[src/logic/rv_macros.svh]
`ifndef RV_MACROS_SVH
`define RV_MACROS_SVH

// --------------------
// widths
// --------------------
// data word, registers and alu
`define RV_XLEN 32
// program counter, byte address
`define RV_PC_WIDTH 16

// --------------------
// memories
// --------------------
`define RV_IMEM_DEPTH 256
`define RV_DMEM_DEPTH 256

// pc target on an illegal opcode
`define RV_TRAP_VECTOR 100

`endif
[src/logic/rv_pkg.sv]
`include "rv_macros.svh"

package rv_pkg;

    // basic words
    typedef logic [`RV_XLEN-1:0]     word_t;
    typedef logic [`RV_PC_WIDTH-1:0] pc_t;

    // --------------------
    // decode enums
    // --------------------
    // rv32i major opcodes, only the supported subset
    typedef enum logic [6:0] {
        OP_R      = 7'b0110011,
        OP_I      = 7'b0010011,
        OP_LOAD   = 7'b0000011,
        OP_STORE  = 7'b0100011,
        OP_BRANCH = 7'b1100011,
        OP_JAL    = 7'b1101111,
        OP_LUI    = 7'b0110111
    } opcode_e;

    typedef enum logic [2:0] {
        ALU_ADD = 3'b000,
        ALU_SUB = 3'b001,
        ALU_AND = 3'b010,
        ALU_OR  = 3'b011,
        ALU_SLT = 3'b101
    } alu_op_e;

    typedef enum logic [2:0] {IMM_I, IMM_S, IMM_B, IMM_J, IMM_U} imm_src_e;

    // writeback mux order
    typedef enum logic [1:0] {RES_ALU, RES_MEM, RES_IMM, RES_LINK} result_src_e;

    typedef enum logic [1:0] {PC_SEQ, PC_TARGET, PC_TRAP} pc_src_e;

endpackage

[src/logic/control_unit.sv]
`timescale 1ns/100ps

module control_unit (
    input  logic                 rst_n,
    input  rv_pkg::opcode_e      op,
    input  logic [2:0]           funct3,
    input  logic                 funct7_5,
    input  logic                 alu_zero,
    output logic                 reg_write,
    output logic                 alu_src,
    output logic                 mem_write,
    output logic                 trap,
    output rv_pkg::alu_op_e      alu_op,
    output rv_pkg::imm_src_e     imm_src,
    output rv_pkg::result_src_e  result_src,
    output rv_pkg::pc_src_e      pc_src
);

    // main decoder outputs
    logic dec_reg_write;
    logic dec_mem_write;
    logic use_funct;
    logic is_branch;
    logic is_jump;
    logic illegal;

    // --------------------
    // main decoder
    // --------------------
    always_comb begin
        dec_reg_write = 1'b0;
        dec_mem_write = 1'b0;
        alu_src       = 1'b0;
        imm_src       = rv_pkg::IMM_I;
        result_src    = rv_pkg::RES_ALU;
        use_funct     = 1'b0;
        is_branch     = 1'b0;
        is_jump       = 1'b0;
        illegal       = 1'b0;
        case (op)
            rv_pkg::OP_R: begin
                dec_reg_write = 1'b1;
                use_funct     = 1'b1;
            end
            rv_pkg::OP_I: begin
                dec_reg_write = 1'b1;
                alu_src       = 1'b1;
                use_funct     = 1'b1;
            end
            rv_pkg::OP_LOAD: begin
                dec_reg_write = 1'b1;
                alu_src       = 1'b1;
                result_src    = rv_pkg::RES_MEM;
            end
            rv_pkg::OP_STORE: begin
                dec_mem_write = 1'b1;
                alu_src       = 1'b1;
                imm_src       = rv_pkg::IMM_S;
            end
            // compare by subtraction, zero flag decides
            rv_pkg::OP_BRANCH: begin
                imm_src   = rv_pkg::IMM_B;
                is_branch = 1'b1;
            end
            rv_pkg::OP_JAL: begin
                dec_reg_write = 1'b1;
                imm_src       = rv_pkg::IMM_J;
                result_src    = rv_pkg::RES_LINK;
                is_jump       = 1'b1;
            end
            // immediate straight to rd
            rv_pkg::OP_LUI: begin
                dec_reg_write = 1'b1;
                imm_src       = rv_pkg::IMM_U;
                result_src    = rv_pkg::RES_IMM;
            end
            default: illegal = 1'b1;
        endcase
    end

    // --------------------
    // alu decoder
    // --------------------
    always_comb begin
        alu_op = rv_pkg::ALU_ADD;
        if (is_branch) begin
            alu_op = rv_pkg::ALU_SUB;
        end else if (use_funct) begin
            case (funct3)
                // sub only in r-type, addi has no funct7
                3'b000:  alu_op = (op == rv_pkg::OP_R && funct7_5) ? rv_pkg::ALU_SUB
                                                                   : rv_pkg::ALU_ADD;
                3'b010:  alu_op = rv_pkg::ALU_SLT;
                3'b110:  alu_op = rv_pkg::ALU_OR;
                3'b111:  alu_op = rv_pkg::ALU_AND;
                default: alu_op = rv_pkg::ALU_ADD;
            endcase
        end
    end

    // --------------------
    // next pc and strobes
    // --------------------
    always_comb begin
        if (illegal) begin
            pc_src = rv_pkg::PC_TRAP;
        end else if (is_jump || (is_branch && funct3 == 3'b000 && alu_zero)) begin
            pc_src = rv_pkg::PC_TARGET;
        end else begin
            pc_src = rv_pkg::PC_SEQ;
        end
        // nothing commits while in reset
        reg_write = rst_n & dec_reg_write;
        mem_write = rst_n & dec_mem_write;
        trap      = rst_n & illegal;
    end

endmodule

[config.mk]
export PLATFORM = sky130hd
export DESIGN_NAME = control_unit
export DESIGN_NICKNAME = d
export VERILOG_FILES = /design/src/logic/rv_pkg.sv /design/src/logic/control_unit.sv
export VERILOG_INCLUDE_DIRS = /design/src /design/src/logic
export SDC_FILE = /design/constraint.sdc
export NUM_CORES = 1
export LEC_CHECK = 0
export BUFFER_PORTS_ARGS = -buffer_cell sky130_fd_sc_hd__buf_4
export CAP_MARGIN = 20
export CORE_AREA = 2 2 39 41
export DETAILED_ROUTE_END_ITERATION = 12
export DIE_AREA = 0 0 41 43
export GPL_TIMING_DRIVEN = 0
export SYNTH_ARGS = -nofsm -noshare
export SYNTH_HDL_FRONTEND = slang
export SYNTH_SLANG_ARGS = --single-unit
[constraint.sdc]
create_clock -name vclk -period 1.7
set_input_delay 0.255 -clock vclk [all_inputs]
set_output_delay 0.255 -clock vclk [all_outputs]
set_load 0.01 [all_outputs]
==> impl_metrics.toml <==
[worst_setup_path]
crit_path_end_kind = "output port"
crit_slowest_cell = "or2_2"
critPathMaxStageDelay_ns = 0.32
worstPathRequired_ns = 1.44
startpoint = "op[3]"
cp.arrival_ns = 1.36
critPathMostFrequentCell = "buf_4"
critPathLaunchType = "input port"
cp_cell_sequence = "buf_4 > or2_2 > a211oi_1 > nor2_1 > buf_4 > buf_4"
path_class = "in -> out"
crit_fanout = 8

[timing]
fin_crit_ns = 1.61
setup_viol = 0
rsz0062_at_grt = "false"
worstMarginPinSlew_ns = 0.296
timing.final.ws_setup_ns = 0.0854
finalSetupTns_ns = 0
fin_crit_sh_pct = 95.0
final_hold_viol_count = 0
slew_headroom_pct = 80.2
max_freq_mhz = 619
maxSlewViolCount = 0

[placed_design]
port_buffers = 26
post-dp-hpwl_microns = 765
dp_slack_ns = 0.0911
gp_congestion = 0.781
dp_cells = 81

[logic_synthesis]
yosysWarnings = 0
syn_area_sq_um = 269
synth_fp_nets = 52
syn_area_per_cell_sq_um = 6.90
synth_top_area_share_pct = 11.2
netlist_top_cells_area = "a211oi_1, nand4_1, and4_1"
synth.largest_area_cell = "a211oi_1"
synth_cell_type_count = 24
synthTopCellsByCount = "a211oi_1, nor2_1, nand2_1, nand4_1"
syn_inst = 39
yosysSeqAreaShare_pct = 0

[layout]
regArea_sq_um = 0
clkbuf_count = 0
seq_cell_count = 0
post-route-util_pct = 35.0
area_growth_pct = 80.0
nNetsFinal = 80
diodes = 0
drive_above_1_share_pct = 50.8
finalNonFillerCells = 81

[route]
viasPerCell = 4.91
drt_iter0_drc = 10
drc = 0
wire_per_inst_microns = 11.5
postRouteAntennaNets = 0
routed_wl_microns = 929
dr.pass1.iters = 4
num_vias = 398

[floorplan]
die_x_microns = 41
coreArea_sq_mm = 0.00138
io-pin-count = 27
die-area_sq_mm = 0.00176
rows = 14
die_y_microns = 43
start_util_pct = 19.4

[global_route]
grt_max_degree = 11
grt.overflow.total = 0
gr-usage-all-layers_pct = 10.6
grt_pass1_wl_microns = 1440
grt_pass1_vias = 353
antenna_found_initial = 0

[clock_network]
ctsHoldBuffers = 0
postCtsSetupRepairBufs = 0
cts_resized = 0

[power_and_ir_drop]
p_switching_uw = 36.2
p_seq_share_pct = 0
power_frac_comb_pct = 100.0
power_density_mw_per_mm2 = 156
p_leak_nw = 0.209
switching_share_pct = 47.9
peakVddDrop_mv = 0.0711
cellInternalPower_uw = 39.4
clkPwrFrac_pct = 0
power_uw = 75.6

[min_path]
worstHoldStart = "rst_n"
hold_class = "in -> out"

[flow_run]
cap_violations = 0

[status]
outcome = "complete, no violations"
[logic make-up after synthesis]
logic type	share of synthesized area, %
buf+inv	6.98
compound gates	28.4
simple gates	64.7
[cells in the final DEF (no fill, tap or decap)]
master / instances
or2_2: 1
nor3_1: 2
o21a_1: 2
and4_1: 2
and3_1: 1
buf_4: 27
a21oi_1: 2
nand3b_1: 1
nand2_1: 3
a211oi_1: 4
nand4_1: 3
o21ai_0: 1
and4b_1: 1
buf_6: 1
nor2_1: 4
and2b_1: 1
nor2_2: 1
nand4b_1: 1
nand2b_1: 1
a21oi_4: 1
or3_4: 1
or3b_4: 1
nand3_1: 1
nor3b_1: 2
[cell type report]
class                           count  area [sq um]
Fill cell                         166           900
Multi-Input combinational cell     37           250
Timing Repair Buffer               26           195
Tap cell                           16          20.0
Buffer                              2          18.8
[stage by stage]
stage                     hold WS [ns]  area, sq um
after floorplan                  0.564          269
after global placement           0.821          484
after detailed placement         0.816          484
after CTS                        0.821          484
after global routing             0.845          484
final                            0.824          484
[path summary, 6_finish.rpt]
check	endpoint	depth (start not counted)
worst min-delay path	reg_write	3
worst max-delay path	pc_src[1]	6
[worst max-delay path, delay by kind of cell]
kind | cells | cell delay (ns)
AND/OR/NAND/NOR | 2 | 0.40
AO/OA/AOI/OAI | 1 | 0.30
buffers and inverters | 3 | 0.40
[metal layers]
| layer | GRT usage, % | share of wire (%) | vias up |
|---|---|---|---|
| met4 | 0 | 0 | 0 |
| met3 | 0.524 | 9.6 | 0 |
| li1 | - | - | 206 |
| met1 | 15.5 | 43 | 175 |
| met2 | 17.5 | 47 | 17 |
| met5 | 0 | 0 | - |
[power by group through the flow]
stage	combinational (mW)	sequential [mW]	clock [mW]
after floorplan	0.0324	0	0
after global placement	0.0747	0	0
after detailed placement	0.0758	0	0
after CTS	0.0759	0	0
after global routing	0.0834	0	0
final	0.0756	0	0
Power figures use the tool's default switching activity.
