--- src/logic/rv_macros.svh ---
`ifndef RV_MACROS_SVH
`define RV_MACROS_SVH

// --------------------
// widths
// --------------------
// data word, registers and alu
`define RV_XLEN 32
// program counter, byte address
`define RV_PC_WIDTH 16

// --------------------
// memories
// --------------------
`define RV_IMEM_DEPTH 256
`define RV_DMEM_DEPTH 256

// pc target on an illegal opcode
`define RV_TRAP_VECTOR 100

`endif
--- src/logic/rv_pkg.sv ---
`include "rv_macros.svh"

package rv_pkg;

    // basic words
    typedef logic [`RV_XLEN-1:0]     word_t;
    typedef logic [`RV_PC_WIDTH-1:0] pc_t;

    // --------------------
    // decode enums
    // --------------------
    // rv32i major opcodes, only the supported subset
    typedef enum logic [6:0] {
        OP_R      = 7'b0110011,
        OP_I      = 7'b0010011,
        OP_LOAD   = 7'b0000011,
        OP_STORE  = 7'b0100011,
        OP_BRANCH = 7'b1100011,
        OP_JAL    = 7'b1101111,
        OP_LUI    = 7'b0110111
    } opcode_e;

    typedef enum logic [2:0] {
        ALU_ADD = 3'b000,
        ALU_SUB = 3'b001,
        ALU_AND = 3'b010,
        ALU_OR  = 3'b011,
        ALU_SLT = 3'b101
    } alu_op_e;

    typedef enum logic [2:0] {IMM_I, IMM_S, IMM_B, IMM_J, IMM_U} imm_src_e;

    // writeback mux order
    typedef enum logic [1:0] {RES_ALU, RES_MEM, RES_IMM, RES_LINK} result_src_e;

    typedef enum logic [1:0] {PC_SEQ, PC_TARGET, PC_TRAP} pc_src_e;

endpackage

--- src/logic/datapath.sv ---
`timescale 1ns/100ps

`include "rv_macros.svh"

module datapath (
    input  logic                 clk,
    input  logic                 rst_n,
    input  rv_pkg::word_t        instr,
    input  rv_pkg::word_t        read_data,
    input  logic                 reg_write,
    input  logic                 alu_src,
    input  rv_pkg::alu_op_e      alu_op,
    input  rv_pkg::imm_src_e     imm_src,
    input  rv_pkg::result_src_e  result_src,
    input  rv_pkg::pc_src_e      pc_src,
    output rv_pkg::pc_t          pc,
    output rv_pkg::opcode_e      op,
    output logic [2:0]           funct3,
    output logic                 funct7_5,
    output logic                 alu_zero,
    output rv_pkg::word_t        alu_result,
    output rv_pkg::word_t        write_data
);

    rv_pkg::pc_t   pc_next;
    rv_pkg::pc_t   pc_plus4;
    rv_pkg::pc_t   pc_target;
    rv_pkg::word_t link_word;
    rv_pkg::word_t imm_ext;
    rv_pkg::word_t src_a;
    rv_pkg::word_t src_b;
    rv_pkg::word_t rs2_data;
    rv_pkg::word_t result;

    // --------------------
    // fetch
    // --------------------
    assign pc_plus4  = pc + rv_pkg::pc_t'(4);
    // branch and jal offsets wrap inside the pc width
    assign pc_target = pc + imm_ext[`RV_PC_WIDTH-1:0];

    always_comb begin
        case (pc_src)
            rv_pkg::PC_TARGET: pc_next = pc_target;
            rv_pkg::PC_TRAP:   pc_next = rv_pkg::pc_t'(`RV_TRAP_VECTOR);
            default:           pc_next = pc_plus4;
        endcase
    end

    always_ff @(posedge clk or negedge rst_n) begin
        if (!rst_n) begin
            pc <= '0;
        end else begin
            pc <= pc_next;
        end
    end

    // --------------------
    // decode fields
    // --------------------
    assign op       = rv_pkg::opcode_e'(instr[6:0]);
    assign funct3   = instr[14:12];
    assign funct7_5 = instr[30];

    register_file u_register_file (
        .clk   (clk),
        .rst_n (rst_n),
        .we    (reg_write),
        .a1    (instr[19:15]),
        .a2    (instr[24:20]),
        .a3    (instr[11:7]),
        .wd3   (result),
        .rd1   (src_a),
        .rd2   (rs2_data)
    );

    imm_extend u_imm_extend (
        .instr   (instr),
        .imm_src (imm_src),
        .imm_ext (imm_ext)
    );

    // --------------------
    // execute
    // --------------------
    // immediate replaces rs2 for i-type, loads and stores
    assign src_b = alu_src ? imm_ext : rs2_data;

    alu u_alu (
        .src_a  (src_a),
        .src_b  (src_b),
        .alu_op (alu_op),
        .result (alu_result),
        .zero   (alu_zero)
    );

    // --------------------
    // writeback
    // --------------------
    // jal return address, zero extended to a word
    assign link_word = {{(`RV_XLEN-`RV_PC_WIDTH){1'b0}}, pc_plus4};

    always_comb begin
        case (result_src)
            rv_pkg::RES_MEM:  result = read_data;
            rv_pkg::RES_IMM:  result = imm_ext;
            rv_pkg::RES_LINK: result = link_word;
            default:          result = alu_result;
        endcase
    end

    // store data is rs2 itself
    assign write_data = rs2_data;

endmodule

--- src/logic/register_file.sv ---
`timescale 1ns/100ps

module register_file (
    input  logic           clk,
    input  logic           rst_n,
    input  logic           we,
    input  logic [4:0]     a1,
    input  logic [4:0]     a2,
    input  logic [4:0]     a3,
    input  rv_pkg::word_t  wd3,
    output rv_pkg::word_t  rd1,
    output rv_pkg::word_t  rd2
);

    rv_pkg::word_t regs [0:31];

    // write port, x0 never written
    always_ff @(posedge clk or negedge rst_n) begin
        if (!rst_n) begin
            for (int i = 0; i < 32; i++) begin
                regs[i] <= '0;
            end
        end else if (we && a3 != 5'd0) begin
            regs[a3] <= wd3;
        end
    end

    // read ports, x0 forced to zero
    assign rd1 = (a1 == 5'd0) ? '0 : regs[a1];
    assign rd2 = (a2 == 5'd0) ? '0 : regs[a2];

endmodule

--- src/logic/alu.sv ---
`timescale 1ns/100ps

`include "rv_macros.svh"

module alu (
    input  rv_pkg::word_t    src_a,
    input  rv_pkg::word_t    src_b,
    input  rv_pkg::alu_op_e  alu_op,
    output rv_pkg::word_t    result,
    output logic             zero
);

    // signed compare for slt
    logic lt;

    assign lt = $signed(src_a) < $signed(src_b);

    // --------------------
    // operation select
    // --------------------
    always_comb begin
        case (alu_op)
            rv_pkg::ALU_ADD: result = src_a + src_b;
            rv_pkg::ALU_SUB: result = src_a - src_b;
            rv_pkg::ALU_AND: result = src_a & src_b;
            rv_pkg::ALU_OR:  result = src_a | src_b;
            rv_pkg::ALU_SLT: result = {{(`RV_XLEN-1){1'b0}}, lt};
            default:         result = '0;
        endcase
    end

    // beq looks at this after a sub
    assign zero = (result == '0);

endmodule

--- src/logic/imm_extend.sv ---
`timescale 1ns/100ps

module imm_extend (
    input  rv_pkg::word_t     instr,
    input  rv_pkg::imm_src_e  imm_src,
    output rv_pkg::word_t     imm_ext
);

    // sign bit is always instr[31]
    always_comb begin
        case (imm_src)
            // addi, lw
            rv_pkg::IMM_I: imm_ext = {{20{instr[31]}}, instr[31:20]};
            // sw, split around rd field
            rv_pkg::IMM_S: imm_ext = {{20{instr[31]}}, instr[31:25], instr[11:7]};
            // beq, halfword aligned offset
            rv_pkg::IMM_B: imm_ext = {{19{instr[31]}}, instr[31], instr[7],
                                      instr[30:25], instr[11:8], 1'b0};
            // jal, 21 bit offset
            rv_pkg::IMM_J: imm_ext = {{11{instr[31]}}, instr[31], instr[19:12],
                                      instr[20], instr[30:21], 1'b0};
            // lui, upper 20 bits
            rv_pkg::IMM_U: imm_ext = {instr[31:12], 12'b0};
            default:       imm_ext = '0;
        endcase
    end

endmodule

--- config.mk ---
export PLATFORM = sky130hd
export DESIGN_NAME = datapath
export DESIGN_NICKNAME = d
export VERILOG_FILES = /design/src/logic/rv_pkg.sv /design/src/logic/datapath.sv /design/src/logic/register_file.sv /design/src/logic/alu.sv /design/src/logic/imm_extend.sv
export VERILOG_INCLUDE_DIRS = /design/src /design/src/logic
export SDC_FILE = /design/constraint.sdc
export NUM_CORES = 2
export LEC_CHECK = 0
export BUFFER_PORTS_ARGS = -buffer_cell sky130_fd_sc_hd__buf_4
export CORE_MARGIN = 3
export CORE_UTILIZATION = 50
export DETAILED_ROUTE_END_ITERATION = 6
export PLACE_DENSITY = 0.66
export SYNTH_ARGS = -nofsm -noshare
export SYNTH_HDL_FRONTEND = slang
export SYNTH_SLANG_ARGS = --single-unit
--- constraint.sdc ---
create_clock -name clk -period 12.4 [get_ports clk]
set_input_delay 1.86 -clock clk [delete_from_list [all_inputs] [get_ports clk]]
set_output_delay 1.86 -clock clk [all_outputs]
set_load 0.01 [all_outputs]
==> results.json <==
{
  "p_total_mw": 11.1,
  "ioPinCount": 170,
  "hold_violations": 0,
  "hp-start": "u_register_file.regs[1021]",
  "dpl.hpwl_um": 125000,
  "wl_met2_um": 90800,
  "fin_worst_skew_ns": 0.0422,
  "place_area_um2": 62800,
  "slew_violations": 0,
  "whs_ns": 0.397,
  "gp_congestion": 0.983,
  "grt_pass1_wl_um": 300000,
  "muxShareOfSynthArea_pct": 25.2,
  "diodes": 0,
  "synth_xor_xnor_area_share_pct": 0.477,
  "cts_root_buffer": "clkbuf_16",
  "hp-class": "reg -> reg",
  "grt_usage_pct": 31.8,
  "ys_warn_count": 0,
  "max-cap-violations": 0,
  "syn_nets": 5833,
  "die_area_um2": 125000,
  "tightest_slew_ns": 1.25,
  "irDropWorstVdd_mv": 0.159,
  "io_buffers": 155,
  "wl_met3_um": 20400,
  "drt-pass1-iter-count": 7,
  "core-area_um2": 120000,
  "cts_tree": "built",
  "fmax_mhz": 92.2,
  "final_util_pct": 55.6,
  "cp_slowest_cell": "buf_8",
  "cts_sinks": 1040,
  "synth_compound_area_share_pct": 13.5,
  "path_cells": "buf_8, buf_4, mux4_2, mux4_2, mux2i_1, nor3_1, a21oi_1, ha_1, o21ai_0, o21ai_0, a21oi_1, nor3_1, o31ai_1, or3_1, or3_1, or4_1, nor4_2, nand4_1, nor4_2, buf_4",
  "ys_types": 92,
  "routed_wl_um": 199000,
  "finalSetupViolations": 0,
  "synthTopCellsByCount": "dfrtp_1, nand2_1, o21ai_0",
  "grt_max_degree": 166,
  "drc": 0,
  "antenna_found_initial": 2,
  "synth_top_family_by_area": "multiplexers",
  "netlist_instances": 5631,
  "leakagePower_nw": 28.7,
  "rsz0062_at_grt": "false",
  "arrival_ns": 8.98,
  "start_kind": "input pin",
  "ys_ff_latch": 1040,
  "cp-startpoint": "instr[20]",
  "row_count": 127,
  "post-cts-setup-buffers": 0,
  "clkTransAtPathRegs_ns": 0.06,
  "wl_per_cell_um": 27.8,
  "synth.most_common_cell": "dfrtp_1",
  "synthAdderAreaFrac_pct": 2.60,
  "synth_edf_count": 0,
  "synth_sequential_area_ratio_pct": 43.0,
  "finalWorstSetupSlack_ns": 1.56,
  "power.density_nw_per_um2": 166,
  "outcome": "completed",
  "timing.setup.tns_ns": 0,
  "die_w_um": 354,
  "synth_ff_type": "dfrtp_1",
  "period_share_pct": 87.4,
  "synthArstFlopShare_pct": 100,
  "r2r-start": "u_register_file.regs[41]",
  "layout.nets": 5656,
  "area_growth_pct": 10.2,
  "wl_met1_um": 78900,
  "via_count": 46808,
  "grt_pass1_vias": 46287,
  "synth_area_leaders": "dfrtp_1, mux4_2, o21ai_0",
  "place_ws_ns": 1.60,
  "syn_area_per_cell_um2": 10.8,
  "initial_core_util_pct": 50.4,
  "drive_gt1_share_pct": 22.2,
  "cp_max_fo": 74,
  "cts_resized": 0,
  "drt.antenna.violating_nets": 0,
  "cts_buffers": 109,
  "fin_area_um2": 66700,
  "grt_overflow": 0,
  "critPathKind": "in -> out",
  "synthSimpleGateAreaFrac_pct": 10.9,
  "drt_iter0_drc": 5454,
  "htree_levels": 3,
  "crit_path_max_incr_delay_ns": 0.59,
  "relSlewSlack_pct": 16.7,
  "die_h_um": 354,
  "cts_buffer_depth": 3,
  "dp_cells": 6955,
  "finalNonFillerCells": 7162,
  "synth_top_area_share_pct": 43.0,
  "hold_buffers": 0,
  "synth.largest_area_cell": "dfrtp_1",
  "vias_per_cell": 6.54,
  "cp-end-kind": "primary output",
  "netlist_area_um2": 60600,
  "highest_layer": "met4",
  "post-route-min-period_ns": 10.84,
  "insertion_delay_ns": 0.74,
  "cp.required_ns": 10.54
}
[power breakdown]
part | total [mW] | internal [mW] | switching [mW]
logic | 3.03 | 1.38 | 1.65
clock network | 3.57 | 2.12 | 1.44
registers | 4.50 | 4.01 | 0.486
total | 11.1 | 7.52 | 3.57
[routing by layer]
metal | vias to the layer above | global-route usage (%)
met5 | - | 0
met4 | 0 | 13.0
met3 | 464 | 6.77
met2 | 2441 | 49.0
met1 | 23805 | 44.4
li1 | 20098 | -
[area by class of cell]
class | instances | area (um2)
clock buffer | 152 | 3130
clock inverter | 55 | 798
fill | 10263 | 53400
inverter | 129 | 484
multi-input combinational | 3902 | 32100
sequential | 1040 | 26000
tap | 1612 | 2020
timing repair buffer | 272 | 2220
[kinds of logic (layout without fill, tap and decap cells)]
logic type,after synthesis,in the layout
adders and majority gates,124,124
AOI/OAI and AO/OA,1437,1437
buffers and inverters,689,608
and+or+nand+nor,1586,1586
DFF,1040,1040
xor gates and xnor gates,33,33
muxes,722,722
[final timing paths]
kind                                         endpoint  depth (start not counted)  slack, ns
setup / recovery                             alu_zero                         20       1.56
hold / removal             u_register_file.regs[1021]                          0       0.40
setup reg to reg            u_register_file.regs[191]                         18       5.46
hold reg to reg            u_register_file.regs[1021]                          0       0.40
max in group asynchronous   u_register_file.regs[582]                          4       8.27
min in group asynchronous   u_register_file.regs[350]                          1       1.21
[flip-flops by register name, summed over array words and instances, names as in the netlist]
signal and flops:
pc 16, u_register_file.regs 1024
[worst max-delay path: cells and delay by family]
family | cells | cell delay [ns]
AO/OA/AOI/OAI | 5 | 1.32
multiplexers | 3 | 1.61
adder cells (fa/ha/maj) | 1 | 0.33
buffers and inverters | 3 | 1.22
AND/OR/NAND/NOR | 8 | 2.46
[placed cells by master, fill, tap and decap left out, types with 15 or more instances in the layout]
master and n:
mux4_2 641, o21ai_0 860, clkbuf_16 109, a211oi_1 34, bufinv_16 17, o21ai_2 30
buf_4 254, xnor2_1 20, nand2_2 31, o31ai_1 16, clkinv_2 25, clkbuf_1 19
a21oi_1 248, nand2b_1 45, nor2_1 350, mux2i_1 63, mux2_2 18, a21o_1 41
or3_1 15, dfrtp_1 1040, nor3_1 42, ha_1 121, nand2_1 945, nand3_1 41
nor2b_1 27, a31oi_1 40, clkbuf_8 24, inv_1 128
Note: power is estimated with default switching activity, not from simulation.
